$ cat config.mk
export PLATFORM = sky130hd
export DESIGN_NAME = dft_top
export DESIGN_NICKNAME = d
export VERILOG_FILES = /design/src/verilog/dft_pkg.sv /design/src/verilog/dft_frame_in.sv /design/src/verilog/dft_ctrl_fsm.sv /design/src/verilog/dft_rdx2345_core.sv /design/src/verilog/dft_frame_out.sv /design/src/verilog/dft_top.sv
export VERILOG_INCLUDE_DIRS = /design/src /design/src/verilog
export SDC_FILE = /design/constraint.sdc
export NUM_CORES = 2
export LEC_CHECK = 0
export BUFFER_PORTS_ARGS = -buffer_cell sky130_fd_sc_hd__clkbuf_2
export CAP_MARGIN = 15
export CORE_MARGIN = 2
export CORE_UTILIZATION = 50
export DETAILED_ROUTE_END_ITERATION = 6
export PLACE_DENSITY = 0.66
export RECOVER_POWER = 100
export SYNTH_ARGS = -nofsm -noshare
export SYNTH_HDL_FRONTEND = slang
export SYNTH_HIERARCHICAL = 1
export SYNTH_SLANG_ARGS = --single-unit
export TNS_END_PERCENT = 20
$ cat constraint.sdc
create_clock -name clk -period 22.9 [get_ports clk]
set_input_delay 3.435 -clock clk [delete_from_list [all_inputs] [get_ports clk]]
set_output_delay 3.435 -clock clk [all_outputs]
set_load 0.005 [all_outputs]
$ cat src/verilog/dft_params.svh
// Width, frame length and twiddle precision macros for the DFT engine.
`ifndef DFT_PARAMS_SVH
`define DFT_PARAMS_SVH

// Real and imaginary width of one input point.
`define DFT_IN_W 18

// Real and imaginary width of one output bin.
`define DFT_OUT_W 30

`define DFT_PTS_W 12 // Width of the dftpts field on both sides.

// Largest frame the single radix kernel handles.
`define DFT_MAX_PTS 5

// Twiddle constants are Q14, so 1.0 is 16384.
`define DFT_TW_FRAC 14

`endif

$ cat src/verilog/dft_pkg.sv
// Sample, result and frame configuration types for the DFT engine.
`include "dft_params.svh"

package dft_pkg;

	// One complex input point as it arrives on the sink.
	typedef struct packed
	{
		logic signed [`DFT_IN_W-1:0] re;
		logic signed [`DFT_IN_W-1:0] im;
	} dft_sample_t;

	// One complex output bin, full growth after the Q14 shift.
	typedef struct packed
	{
		logic signed [`DFT_OUT_W-1:0] re;
		logic signed [`DFT_OUT_W-1:0] im;
	} dft_result_t;

	// Settings captured on the sop beat and held for the whole frame.
	typedef struct packed
	{
		logic [`DFT_PTS_W-1:0] pts; // Frame length, 2 to 5.
		logic inverse; // Conjugate twiddles when set.
	} dft_cfg_t;

endpackage

$ cat src/verilog/dft_frame_in.sv
// Sink side of the DFT engine: frame capture, sample store and per-frame settings.
`timescale 1ns/1ns
`include "dft_params.svh"

module dft_frame_in
(
	input logic clk,
	input logic rst,
	input logic sink_valid,
	input logic sink_sop,
	input logic sink_eop,
	input logic inverse,
	input logic [`DFT_IN_W-1:0] sink_real,
	input logic [`DFT_IN_W-1:0] sink_imag,
	input logic [`DFT_PTS_W-1:0] dftpts_in,
	output logic sink_ready,
	input logic busy,
	input logic [2:0] samp_idx,
	output dft_pkg::dft_sample_t rd_sample,
	output dft_pkg::dft_cfg_t cfg,
	output logic frame_done
);

	dft_pkg::dft_sample_t mem [0:`DFT_MAX_PTS-1];
	logic [2:0] wr_cnt;
	logic [2:0] wr_idx;
	logic accept;
	logic [`DFT_PTS_W-1:0] beat_num;
	logic [`DFT_PTS_W-1:0] eff_pts;

	assign sink_ready = !busy; // Only one frame is in flight at a time.
	assign accept = sink_valid && sink_ready;
	assign wr_idx = sink_sop ? 3'd0 : wr_cnt;
	assign frame_done = accept && sink_eop;

	// Write counter, restarted by every sop beat.
	always_ff @(posedge clk)
	begin
		if (rst)
			wr_cnt <= 3'd0;
		else if (accept)
			wr_cnt <= wr_idx + 3'd1;
	end

	always_ff @(posedge clk)
	begin
		if (accept && (wr_idx < 3'(`DFT_MAX_PTS)))
		begin
			mem[wr_idx].re <= sink_real;
			mem[wr_idx].im <= sink_imag;
		end
	end

	always_ff @(posedge clk)
	begin
		if (rst)
			cfg <= '0;
		else if (accept && sink_sop)
		begin
			cfg.pts <= dftpts_in;
			cfg.inverse <= inverse; // Only sampled on the first beat.
		end
	end

	assign rd_sample = mem[samp_idx]; // Combinational read for the kernel.

	assign beat_num = `DFT_PTS_W'(wr_idx) + `DFT_PTS_W'(1);
	assign eff_pts = sink_sop ? dftpts_in : cfg.pts;

	// The eop beat must be the frame's last point.
	a_eop_at_pts: assert property (@(posedge clk) disable iff (rst)
		(accept && sink_eop) |-> (beat_num == eff_pts));

	a_sop_pts_range: assert property (@(posedge clk) disable iff (rst)
		(accept && sink_sop) |-> (dftpts_in >= `DFT_PTS_W'(2) &&
		dftpts_in <= `DFT_PTS_W'(`DFT_MAX_PTS)));

endmodule

$ cat src/verilog/dft_ctrl_fsm.sv
// Collect, compute and drain sequencer with bin and sample counters.
`timescale 1ns/1ns

module dft_ctrl_fsm
(
	input logic clk,
	input logic rst,
	input logic frame_done,
	input logic drain_done,
	input dft_pkg::dft_cfg_t cfg,
	output logic busy,
	output logic mac_start,
	output logic mac_last,
	output logic drain_start,
	output logic [2:0] bin_idx,
	output logic [2:0] samp_idx
);

	typedef enum logic [1:0] {IDLE, COMPUTE, DRAIN} state_t;

	state_t state;
	logic [2:0] last_idx;

	assign last_idx = cfg.pts[2:0] - 3'd1;

	always_ff @(posedge clk)
	begin
		if (rst)
		begin
			state <= IDLE;
			bin_idx <= 3'd0;
			samp_idx <= 3'd0;
			drain_start <= 1'b0;
		end
		else
		begin
			drain_start <= 1'b0;
			case (state)
				IDLE:
				begin
					if (frame_done)
					begin
						state <= COMPUTE;
						bin_idx <= 3'd0;
						samp_idx <= 3'd0;
					end
				end
				COMPUTE:
				begin
					if (samp_idx == last_idx)
					begin
						samp_idx <= 3'd0;
						if (bin_idx == last_idx)
						begin
							state <= DRAIN;
							drain_start <= 1'b1; // Last bin leaves the core next cycle.
						end
						else
							bin_idx <= bin_idx + 3'd1;
					end
					else
						samp_idx <= samp_idx + 3'd1;
				end
				DRAIN:
				begin
					if (drain_done)
						state <= IDLE;
				end
				default: state <= IDLE;
			endcase
		end
	end

	assign busy = (state != IDLE);
	assign mac_start = (state == COMPUTE) && (samp_idx == 3'd0);
	assign mac_last = (state == COMPUTE) && (samp_idx == last_idx);

	// The sink reopens only on an eop transfer reported while the FSM drains.
	a_done_in_drain: assert property (@(posedge clk) disable iff (rst)
		drain_done |-> (state == DRAIN));

endmodule

$ cat src/verilog/dft_rdx2345_core.sv
// Radix 2/3/4/5 kernel: complex multiply-accumulate against a Q14 twiddle ROM.
`timescale 1ns/1ns
`include "dft_params.svh"

module dft_rdx2345_core
(
	input logic clk,
	input logic rst,
	input dft_pkg::dft_cfg_t cfg,
	input logic mac_start,
	input logic mac_last,
	input logic [2:0] bin_idx,
	input logic [2:0] samp_idx,
	input dft_pkg::dft_sample_t rd_sample,
	output logic bin_valid,
	output logic [2:0] bin_out_idx,
	output dft_pkg::dft_result_t bin
);

	localparam int ACC_W = 40;
	localparam int TW_W = `DFT_TW_FRAC + 2;

	logic [2:0] n_pts;
	logic [2:0] m_reg;
	logic [2:0] m_cur;
	logic [3:0] m_sum;
	logic signed [TW_W-1:0] tw_cos;
	logic signed [TW_W-1:0] tw_sin;
	logic signed [TW_W-1:0] tw_im;
	logic signed [ACC_W-1:0] xr;
	logic signed [ACC_W-1:0] xi;
	logic signed [ACC_W-1:0] tc;
	logic signed [ACC_W-1:0] ts;
	logic signed [ACC_W-1:0] prod_re;
	logic signed [ACC_W-1:0] prod_im;
	logic signed [ACC_W-1:0] acc_re;
	logic signed [ACC_W-1:0] acc_im;
	logic signed [ACC_W-1:0] sum_re;
	logic signed [ACC_W-1:0] sum_im;
	logic signed [ACC_W-1:0] shr_re;
	logic signed [ACC_W-1:0] shr_im;
	logic in_bin;

	assign n_pts = cfg.pts[2:0];

	// Twiddle index k*n mod N, stepped by k each sample instead of multiplied.
	assign m_cur = (samp_idx == 3'd0) ? 3'd0 : m_reg;
	assign m_sum = {1'b0, m_cur} + {1'b0, bin_idx};

	always_ff @(posedge clk)
	begin
		if (rst)
			m_reg <= 3'd0;
		else if (m_sum >= {1'b0, n_pts})
			m_reg <= 3'(m_sum - {1'b0, n_pts});
		else
			m_reg <= m_sum[2:0];
	end

	// Q14 cos of 2*pi*m/N.
	always_comb
	begin
		case ({n_pts, m_cur})
			{3'd2, 3'd1}: tw_cos = -TW_W'(16384);
			{3'd3, 3'd1}: tw_cos = -TW_W'(8192);
			{3'd3, 3'd2}: tw_cos = -TW_W'(8192);
			{3'd4, 3'd1}: tw_cos = '0;
			{3'd4, 3'd2}: tw_cos = -TW_W'(16384);
			{3'd4, 3'd3}: tw_cos = '0;
			{3'd5, 3'd1}: tw_cos = TW_W'(5063);
			{3'd5, 3'd2}: tw_cos = -TW_W'(13255);
			{3'd5, 3'd3}: tw_cos = -TW_W'(13255);
			{3'd5, 3'd4}: tw_cos = TW_W'(5063);
			default: tw_cos = TW_W'(16384);
		endcase
	end

	// Q14 sin of 2*pi*m/N.
	always_comb
	begin
		case ({n_pts, m_cur})
			{3'd3, 3'd1}: tw_sin = TW_W'(14189);
			{3'd3, 3'd2}: tw_sin = -TW_W'(14189);
			{3'd4, 3'd1}: tw_sin = TW_W'(16384);
			{3'd4, 3'd3}: tw_sin = -TW_W'(16384);
			{3'd5, 3'd1}: tw_sin = TW_W'(15582);
			{3'd5, 3'd2}: tw_sin = TW_W'(9630);
			{3'd5, 3'd3}: tw_sin = -TW_W'(9630);
			{3'd5, 3'd4}: tw_sin = -TW_W'(15582);
			default: tw_sin = '0;
		endcase
	end

	assign tw_im = cfg.inverse ? tw_sin : -tw_sin; // Forward transform uses exp(-j...).

	assign xr = ACC_W'(rd_sample.re);
	assign xi = ACC_W'(rd_sample.im);
	assign tc = ACC_W'(tw_cos);
	assign ts = ACC_W'(tw_im);

	assign prod_re = xr * tc - xi * ts;
	assign prod_im = xr * ts + xi * tc;

	assign sum_re = mac_start ? prod_re : acc_re + prod_re;
	assign sum_im = mac_start ? prod_im : acc_im + prod_im;

	always_ff @(posedge clk)
	begin
		acc_re <= sum_re;
		acc_im <= sum_im;
	end

	// Arithmetic shift floors toward negative infinity.
	assign shr_re = sum_re >>> `DFT_TW_FRAC;
	assign shr_im = sum_im >>> `DFT_TW_FRAC;

	always_ff @(posedge clk)
	begin
		if (rst)
			bin_valid <= 1'b0;
		else
			bin_valid <= mac_last;
	end

	always_ff @(posedge clk)
	begin
		if (mac_last)
		begin
			bin.re <= shr_re[`DFT_OUT_W-1:0];
			bin.im <= shr_im[`DFT_OUT_W-1:0];
			bin_out_idx <= bin_idx;
		end
	end

	always_ff @(posedge clk)
	begin
		if (rst)
			in_bin <= 1'b0;
		else if (mac_last)
			in_bin <= 1'b0;
		else if (mac_start)
			in_bin <= 1'b1;
	end

	// The controller must open every bin before closing it.
	a_last_after_start: assert property (@(posedge clk) disable iff (rst)
		mac_last |-> (in_bin || mac_start));

endmodule

$ cat src/verilog/dft_frame_out.sv
// Source side of the DFT engine: bin buffer and sop/eop framing with back-pressure.
`timescale 1ns/1ns
`include "dft_params.svh"

module dft_frame_out
(
	input logic clk,
	input logic rst,
	input logic bin_valid,
	input logic [2:0] bin_out_idx,
	input dft_pkg::dft_result_t bin,
	input logic drain_start,
	input dft_pkg::dft_cfg_t cfg,
	input logic source_ready,
	output logic source_valid,
	output logic source_sop,
	output logic source_eop,
	output logic [`DFT_OUT_W-1:0] source_real,
	output logic [`DFT_OUT_W-1:0] source_imag,
	output logic [`DFT_PTS_W-1:0] dftpts_out,
	output logic drain_done
);

	dft_pkg::dft_result_t bin_buf [0:`DFT_MAX_PTS-1];
	logic [2:0] beat_idx;
	logic [2:0] next_idx;
	logic [2:0] last_idx;
	logic advance;

	always_ff @(posedge clk)
	begin
		if (bin_valid)
			bin_buf[bin_out_idx] <= bin;
	end

	assign last_idx = cfg.pts[2:0] - 3'd1;
	assign next_idx = beat_idx + 3'd1;
	assign advance = source_valid && source_ready;
	assign drain_done = advance && source_eop;

	always_ff @(posedge clk)
	begin
		if (rst)
		begin
			source_valid <= 1'b0;
			source_sop <= 1'b0;
			source_eop <= 1'b0;
			beat_idx <= 3'd0;
		end
		else if (drain_start)
		begin
			source_valid <= 1'b1;
			source_sop <= 1'b1;
			source_eop <= 1'b0; // Frames are at least two points long.
			beat_idx <= 3'd0;
		end
		else if (advance)
		begin
			source_sop <= 1'b0;
			if (source_eop)
			begin
				source_valid <= 1'b0;
				source_eop <= 1'b0;
			end
			else
			begin
				beat_idx <= next_idx;
				source_eop <= (next_idx == last_idx);
			end
		end
	end

	// Payload only moves on a load or a transfer, so a stalled beat holds.
	always_ff @(posedge clk)
	begin
		if (drain_start)
		begin
			source_real <= bin_buf[0].re;
			source_imag <= bin_buf[0].im;
			dftpts_out <= cfg.pts;
		end
		else if (advance && !source_eop)
		begin
			source_real <= bin_buf[next_idx].re;
			source_imag <= bin_buf[next_idx].im;
		end
	end

	a_hold_on_stall: assert property (@(posedge clk) disable iff (rst)
		(source_valid && !source_ready) |=> (source_valid && $stable(source_real) &&
		$stable(source_imag) && $stable(source_sop) && $stable(source_eop) &&
		$stable(dftpts_out)));

endmodule

$ cat src/verilog/dft_top.sv
// Top level of the streaming mixed-radix DFT engine.
`timescale 1ns/1ns
`include "dft_params.svh"

module dft_top
(
	input logic clk,
	input logic rst,

	input logic sink_valid,
	output logic sink_ready,
	input logic sink_sop,
	input logic sink_eop,
	input logic [`DFT_IN_W-1:0] sink_real,
	input logic [`DFT_IN_W-1:0] sink_imag,
	input logic [`DFT_PTS_W-1:0] dftpts_in,
	input logic inverse,

	output logic source_valid,
	input logic source_ready,
	output logic source_sop,
	output logic source_eop,
	output logic [`DFT_OUT_W-1:0] source_real,
	output logic [`DFT_OUT_W-1:0] source_imag,
	output logic [`DFT_PTS_W-1:0] dftpts_out
);

	dft_pkg::dft_cfg_t cfg;
	dft_pkg::dft_sample_t rd_sample;
	dft_pkg::dft_result_t bin;
	logic frame_done;
	logic busy;
	logic mac_start;
	logic mac_last;
	logic drain_start;
	logic drain_done;
	logic bin_valid;
	logic [2:0] bin_idx;
	logic [2:0] samp_idx;
	logic [2:0] bin_out_idx;

	dft_frame_in frame_in_i
	(
		.clk(clk), .rst(rst),
		.sink_valid(sink_valid), .sink_sop(sink_sop), .sink_eop(sink_eop),
		.inverse(inverse), .sink_real(sink_real), .sink_imag(sink_imag),
		.dftpts_in(dftpts_in), .sink_ready(sink_ready), .busy(busy),
		.samp_idx(samp_idx), .rd_sample(rd_sample), .cfg(cfg), .frame_done(frame_done)
	);

	dft_ctrl_fsm ctrl_fsm_i
	(
		.clk(clk), .rst(rst),
		.frame_done(frame_done), .drain_done(drain_done), .cfg(cfg),
		.busy(busy), .mac_start(mac_start), .mac_last(mac_last),
		.drain_start(drain_start), .bin_idx(bin_idx), .samp_idx(samp_idx)
	);

	dft_rdx2345_core rdx2345_core_i
	(
		.clk(clk), .rst(rst),
		.cfg(cfg), .mac_start(mac_start), .mac_last(mac_last),
		.bin_idx(bin_idx), .samp_idx(samp_idx), .rd_sample(rd_sample),
		.bin_valid(bin_valid), .bin_out_idx(bin_out_idx), .bin(bin)
	);

	dft_frame_out frame_out_i
	(
		.clk(clk), .rst(rst),
		.bin_valid(bin_valid), .bin_out_idx(bin_out_idx), .bin(bin),
		.drain_start(drain_start), .cfg(cfg), .source_ready(source_ready),
		.source_valid(source_valid), .source_sop(source_sop), .source_eop(source_eop),
		.source_real(source_real), .source_imag(source_imag),
		.dftpts_out(dftpts_out), .drain_done(drain_done)
	);

endmodule

## After elaboration in Yosys (flattened, before gate mapping)

Memory sizes are Yosys's and may differ from the RTL's. A register that Yosys moved wholly into a read port is not among the register bits.
Cells that the tools add are included.
Widths: inputs -> output; s select.

- Register bits after elaboration: 242
- Memory bits (writable): 480
- Input port bits: 55
- Output and inout port bits: 76
- Word-level logic and storage cells: 130
- Memories kept: 2

- Add/subtract/negate cells: 12
- $mul: 4
- $lt $le $gt $ge: 2
- Eq/ne operators: 20
- Multiplexer cells: 36
- Bitwise gates (word level): 3
- Reduce and logical (&&, ||, !) cells: 30

Memory list:

| name | depth | width | read ports | clocked after memory_dff | write ports | line | text |
|---|---|---|---|---|---|---|---|
| frame_out_i.bin_buf | 5 | 60 | 2 | 0 | 1 | dft_frame_out.sv:24 | `` dft_pkg::dft_result_t bin_buf [0:`DFT_MAX_PTS-1]; `` |
| frame_in_i.mem | 5 | 36 | 1 | 1 | 1 | dft_frame_in.sv:24 | `` dft_pkg::dft_sample_t mem [0:`DFT_MAX_PTS-1]; `` |

Operator list:

| kind | count |
|---|---|
| $mul 18x16->34 | 4 |
| $pmux 16 s8 | 1 |
| $add 40x40->40 | 3 |
| $mux 30 | 4 |
| $mux 40 | 2 |
| $pmux 16 s5 | 1 |
| $eq 6x6->1 const B | 7 |
| $sub 40x40->40 | 1 |
| $mux 3 | 9 |
| $eq 6x5->1 const B | 3 |
| $mux 16 | 1 |
| $neg 16->16 | 1 |
| $add 3x1->3 const B | 4 |
| $pmux 3 s2 | 2 |
| $reduce_or 2->1 | 6 |
| $mux 1 | 11 |
| $reduce_bool 2->1 | 5 |
| $eq 3x3->1 | 3 |
| $logic_and 1x1->1 | 9 |
| $mux 2 | 4 |
| $reduce_and 4->1 | 2 |
| $ne 2x1->1 const B | 3 |
| $pmux 2 s3 | 1 |
| $reduce_and 2->1 | 3 |
| other kinds (13) | 17 |

## Longest topological paths before layout

- Word-level depth: 10
- Mapped depth: 48
- Mapped depth without buffers: 46

## By module

Netlist, hierarchy kept.

Modules (own cells, without submodules):

| module | instances | cells an instance | area each (µm²) |
|---|---|---|---|
| dft_rdx2345_core | 1 | 5273 | 49911.6 |
| dft_frame_out | 1 | 756 | 14268.7 |
| dft_frame_in | 1 | 475 | 8072.7 |
| dft_ctrl_fsm | 1 | 78 | 658.1 |

## Least setup slack after synthesis

Ideal clock, no wire load.

- Path kind: register -> register
- From: reg, netlist name frame_in_i/cfg[3]
- To: reg, netlist name rdx2345_core_i/bin[19]
- Arrival: 10.282 ns
- Required time: 22.638 ns
- Setup slack: 12.356 ns
- Stages on the path, launching flop included: 43
- Path buffers: 4
- Clock period less this slack: 10.544 ns
- Path through: dfxtp_1 > buf_2 > and2b_1 > nand3_1 > nor3_1 > clkbuf_1 > clkbuf_1 > buf_1 > nand2_1 > inv_1 > fa_1 > fa_1 > inv_1 > fa_1 > inv_1 > fa_1 > inv_1 > fa_1 > (+7 left out) > a21o_1 > a21o_1 > a21oi_1 > inv_1 > o211ai_1 > a21oi_1 > a211o_1 > a21oi_1 > xnor2_1 > ha_1 > a211o_1 > o41ai_1 > o21ai_1 > a21oi_1 > o21ai_1 > a31oi_1 > xnor2_1 > mux2_2

- Cells in the longest elaborated chain, start to end: 8
- Elaborated cells between the ends (all ways): 24
- Classes of those cells: 3 x add/sub; 2 x mul; 10 x eq/ne; 4 x mux; 5 x reduce/logical

RTL lines:

| what | line | text |
|---|---|---|
| $eq 6x6->1 / $eq 6x5->1 (equally long branches) | dft_rdx2345_core.sv:63, dft_rdx2345_core.sv:81 |  |
| $pmux 16 s8 | dft_rdx2345_core.sv:81 | `case ({n_pts, m_cur})` |
| $neg 16->16 | dft_rdx2345_core.sv:94 | `assign tw_im = cfg.inverse ? tw_sin : -tw_sin;` |
| $mux 16 | dft_rdx2345_core.sv:94 |  |
| $mul 18x16->34 | dft_rdx2345_core.sv:102 | `assign prod_im = xr * ts + xi * tc;` |
| $add 40x40->40 (*) | dft_rdx2345_core.sv:102 |  |
| $add 40x40->40 | dft_rdx2345_core.sv:105 | `assign sum_im = mac_start ? prod_im : acc_im + prod_im;` |
| $mux 40 (*) | dft_rdx2345_core.sv:105 |  |
| net rdx2345_core_i.sum_im[33] | dft_rdx2345_core.sv:39 | `logic signed [ACC_W-1:0] sum_im;` |

Mark *: on every way through the listed nets, which the timed path passes. The rest lies on a longest branch.
A chain may end at the register's enable or synchronous reset.

## Worst setup path after layout

- From: reg ctrl_fsm_i.samp_idx[2]
- To: reg, netlist name rdx2345_core_i/bin[20]

- Cells in the longest elaborated chain, start to end: 10
- Elaborated cells between the ends (all ways): 27
- Classes of those cells: 3 x add/sub; 2 x mul; 10 x eq/ne; 5 x mux; 7 x reduce/logical

RTL lines:

| what | line | text |
|---|---|---|
| start: declaration | dft_ctrl_fsm.sv:16 | `output logic [2:0] samp_idx` |
| start signal: assignment | dft_ctrl_fsm.sv:62 | `samp_idx <= samp_idx + 3'd1;` |
| $logic_not 3->1 (*) | dft_ctrl_fsm.sv:75, dft_rdx2345_core.sv:47 |  |
| $mux 3 | dft_rdx2345_core.sv:47 | `assign m_cur = (samp_idx == 3'd0) ? 3'd0 : m_reg;` |
| $eq 6x6->1 / $eq 6x5->1 (equally long branches) | dft_rdx2345_core.sv:63, dft_rdx2345_core.sv:81 |  |
| $pmux 16 s8 | dft_rdx2345_core.sv:81 |  |
| $neg 16->16 | dft_rdx2345_core.sv:94 |  |
| $mux 16 | dft_rdx2345_core.sv:94 |  |
| $mul 18x16->34 | dft_rdx2345_core.sv:102 |  |
| $add 40x40->40 | dft_rdx2345_core.sv:102 |  |
| $add 40x40->40 | dft_rdx2345_core.sv:105 |  |
| $mux 40 (*) | dft_rdx2345_core.sv:105 |  |
| net rdx2345_core_i.sum_im[34] | dft_rdx2345_core.sv:39 |  |

Marked as above.

==> impl_metrics.py <==
metrics = {
    "floorplan": {
        "io_pins": 131,
        "die_area_sq_um": 149000,
        "die_w_um": 386,
        "start_util_pct": 50.2,
        "fp.dieH_um": 386,
        "core_area_sq_um": 145000,
        "rows": 140,
    },
    "setup_path": {
        "end_kind": "register",
        "critPathLaunchType": "register",
        "crit_path_max_incr_delay_ns": 1.65,
        "crit_slowest_cell": "clkbuf_1",
        "rr_endpoint": "rdx2345_core_i/bin[20]",
        "r2r_setup_slack_ns": 5.85,
        "required_ns": 23.32,
        "critPathKind": "reg -> reg",
        "reg2reg_depth": 43,
        "startpoint": "ctrl_fsm_i/samp_idx[2]",
        "cp_max_fo": 39,
        "r2r-start": "ctrl_fsm_i/samp_idx[2]",
        "cp.arrival_ns": 17.46,
    },
    "timing": {
        "relSlewSlack_pct": -124,
        "tns_ns": 0,
        "finClkSkew_ns": 0.0524,
        "slew_viol_final": 827,
        "period_share_pct": 74.4,
        "setup_viol": 0,
        "finalHoldViolCount": 0,
        "tightest_slew_ns": 3.35,
        "min_period_ns": 17.05,
        "holdWs_ns": 0.421,
        "fmax_mhz": 58.7,
        "rsz0062_at_grt": "false",
    },
    "layout": {
        "final_cells": 8620,
        "area_growth_pct": 7.02,
        "fin_nets": 8355,
        "reg.largest.list": "frame_out_i/bin_buf x300, frame_in_i/mem x180, rdx2345_core_i/bin x52",
        "final_core_util_pct": 53.7,
        "layout-drive-gt1-share_pct": 6.60,
        "largest_reg_flops": 300,
        "final_cell_mix": "inv_1 (1580), fa_1 (1242), nand2_1 (648), edfxtp_1 (607), ha_1 (419)",
        "top_register": "frame_out_i/bin_buf",
        "layout_commonest_cell": "inv_1",
    },
    "placed_design": {
        "port-buffer-count": 130,
        "place_hpwl_mm": 139,
        "gp_congestion": 0.928,
        "dp.cells": 8475,
    },
    "routing": {
        "drt-total-wl_mm": 179,
        "routed-via-count": 46267,
        "drt_iter0_markers": 3464,
        "viasPerCell": 5.37,
        "remaining_drc_errors": 0,
        "ant_nets": 0,
        "dr.pass1.iters": 6,
        "dr_wl_met2_mm": 84.7,
        "wl_per_cell_um": 20.8,
        "wl_met3_mm": 12.0,
        "met1_length_mm": 75.9,
        "routed.top_layer": "met5",
    },
    "hold_path": {
        "min_from": "frame_in_i/cfg[5]",
        "min_to": "frame_out_i/dftpts_out[4]",
        "worstHoldPathType": "reg -> reg",
        "holdPathStages": 0,
    },
    "flow_run": {
        "maxCapViolCount": 20,
    },
    "global_route": {
        "grt_max_degree": 72,
        "grt_pass1_vias": 48660,
        "grt_remaining_overflow": 0,
        "track_usage_pct": 25.0,
        "antenna_found_initial": 4,
        "grt_pass1_wl_mm": 283,
    },
    "clock_network": {
        "path_clk_slew_ns": 0.06,
        "clk_latency_ns": 0.72,
        "cts.sinks": 722,
        "cts-root-buf": "clkbuf_16",
        "tritoncts": "yes",
        "cts_made_buffers": 78,
        "postCtsResizedCells": 0,
        "ctsHoldBuffers": 0,
        "clockBufferDepth": 3,
        "cts_max_level": 3,
        "post_cts_buffers": 0,
    },
    "yosys": {
        "ys_ff_latch": 722,
        "synth_cell_types": 87,
        "seq_area_frac_synth_pct": 28.2,
        "syn_inst": 6582,
        "ys_top_cells_by_area": "fa_1 (34%), edfxtp_1 (25%), inv_1 (8.1%)",
        "synth_ff_type": "edfxtp_1",
        "netlist_area_sq_um": 72900,
        "synth.avg_cell_area_sq_um": 11.1,
        "synth_top_area_share_pct": 34.1,
        "yosys_warnings": 6,
        "syn-num-nets": 8299,
        "synth_edf_count": 607,
        "synth_largest_area_cell": "fa_1",
        "async_flop_share_pct": 0,
    },
    "power": {
        "powerDensity_nw_per_um2": 89.1,
        "ir_worst_vdd_v": 0.000191,
        "finalPower_mw": 6.96,
        "cellLeakagePower_nw": 35.2,
    },
    "status": {
        "outcome": "finished with violations",
        "violations": "max-capacitance violations, max-slew violations",
    },
}
==> layer usage <==
metal / GRT usage (%) / up-vias
met4: 7.65 / 2
met1: 34.7 / 23789
li1: - / 20678
met3: 4.10 / 299
met5: 0 / -
met2: 40.5 / 1499
==> logic make-up after synthesis <==
group | synth area share (%)
flip-flops | 28.2
adder cells (fa/ha/maj) | 41.3
buffers and inverters | 9.78
multiplexers | 2.68
AND/OR/NAND/NOR | 8.78
XOR/XNOR | 2.47
AO/OA/AOI/OAI | 6.82
==> where the power goes <==
group	total, mW	switching, mW	internal [mW]
Sequential	1.70	0.0370	1.67
Clock	1.30	0.558	0.741
Combinational	3.95	2.38	1.57
==> per-stage QoR <==
stage / cell area (sq um) / setup slack (ns)
6_report: 78000 / 5.85
5_1_grt: 78000 / 4.97
4_1_cts: 78300 / 9.97
3_5_place_dp: 75600 / 10.02
3_3_place_gp: 75600 / 10.22
2_1_floorplan: 72900 / 12.36
==> cell usage after synthesis, types with 18 or more instances <==
cell / n
a211oi_1: 27
a211oi_2: 31
a21o_1: 88
a21oi_1: 265
a221oi_2: 36
and2_1: 184
and3_1: 43
buf_2: 20
clkbuf_1: 175
dfxtp_1: 115
edfxtp_1: 607
fa_1: 1242
ha_1: 420
inv_1: 1580
mux2_2: 18
mux2i_1: 40
mux4_2: 60
nand2_1: 648
nand2b_1: 46
nand3_1: 36
nor2_1: 114
nor2b_1: 123
nor3_1: 38
o21a_1: 27
o21ai_0: 112
or2_2: 42
xnor2_1: 126
xor2_1: 71
==> worst max-delay path, delay by kind of cell (launching register included) <==
kind	cells	cell delay [ns]
multiplexers	1	0.22
XOR/XNOR	1	0.15
AND/OR/NAND/NOR	6	1.76
adder cells (fa/ha/maj)	10	4.82
buffers and inverters	11	5.07
flip-flops	1	1.08
AO/OA/AOI/OAI	14	3.61
==> final cells by class <==
type | count | area (sq um)
clock inverters | 37 | 489
multi-input cells | 4037 | 45400
diodes | 1 | 2.50
flip-flops and latches | 722 | 20500
repair buffers | 219 | 1120
fillers | 12552 | 67200
inverters | 1580 | 5930
clock buffers | 107 | 2190
well taps | 1917 | 2400
==> worst max path at each step <==
stage | to | slack, ns | cells past startpoint
after floorplan | rdx2345_core_i/bin[19] | 12.36 | 42
after global placement | rdx2345_core_i/bin[54] | 10.22 | 39
after detailed placement | rdx2345_core_i/bin[55] | 10.02 | 38
after CTS | rdx2345_core_i/bin[55] | 9.97 | 38
after global routing | rdx2345_core_i/bin[20] | 4.97 | 43
final | rdx2345_core_i/bin[20] | 5.85 | 43
Note: power is estimated with default switching activity, not from simulation.
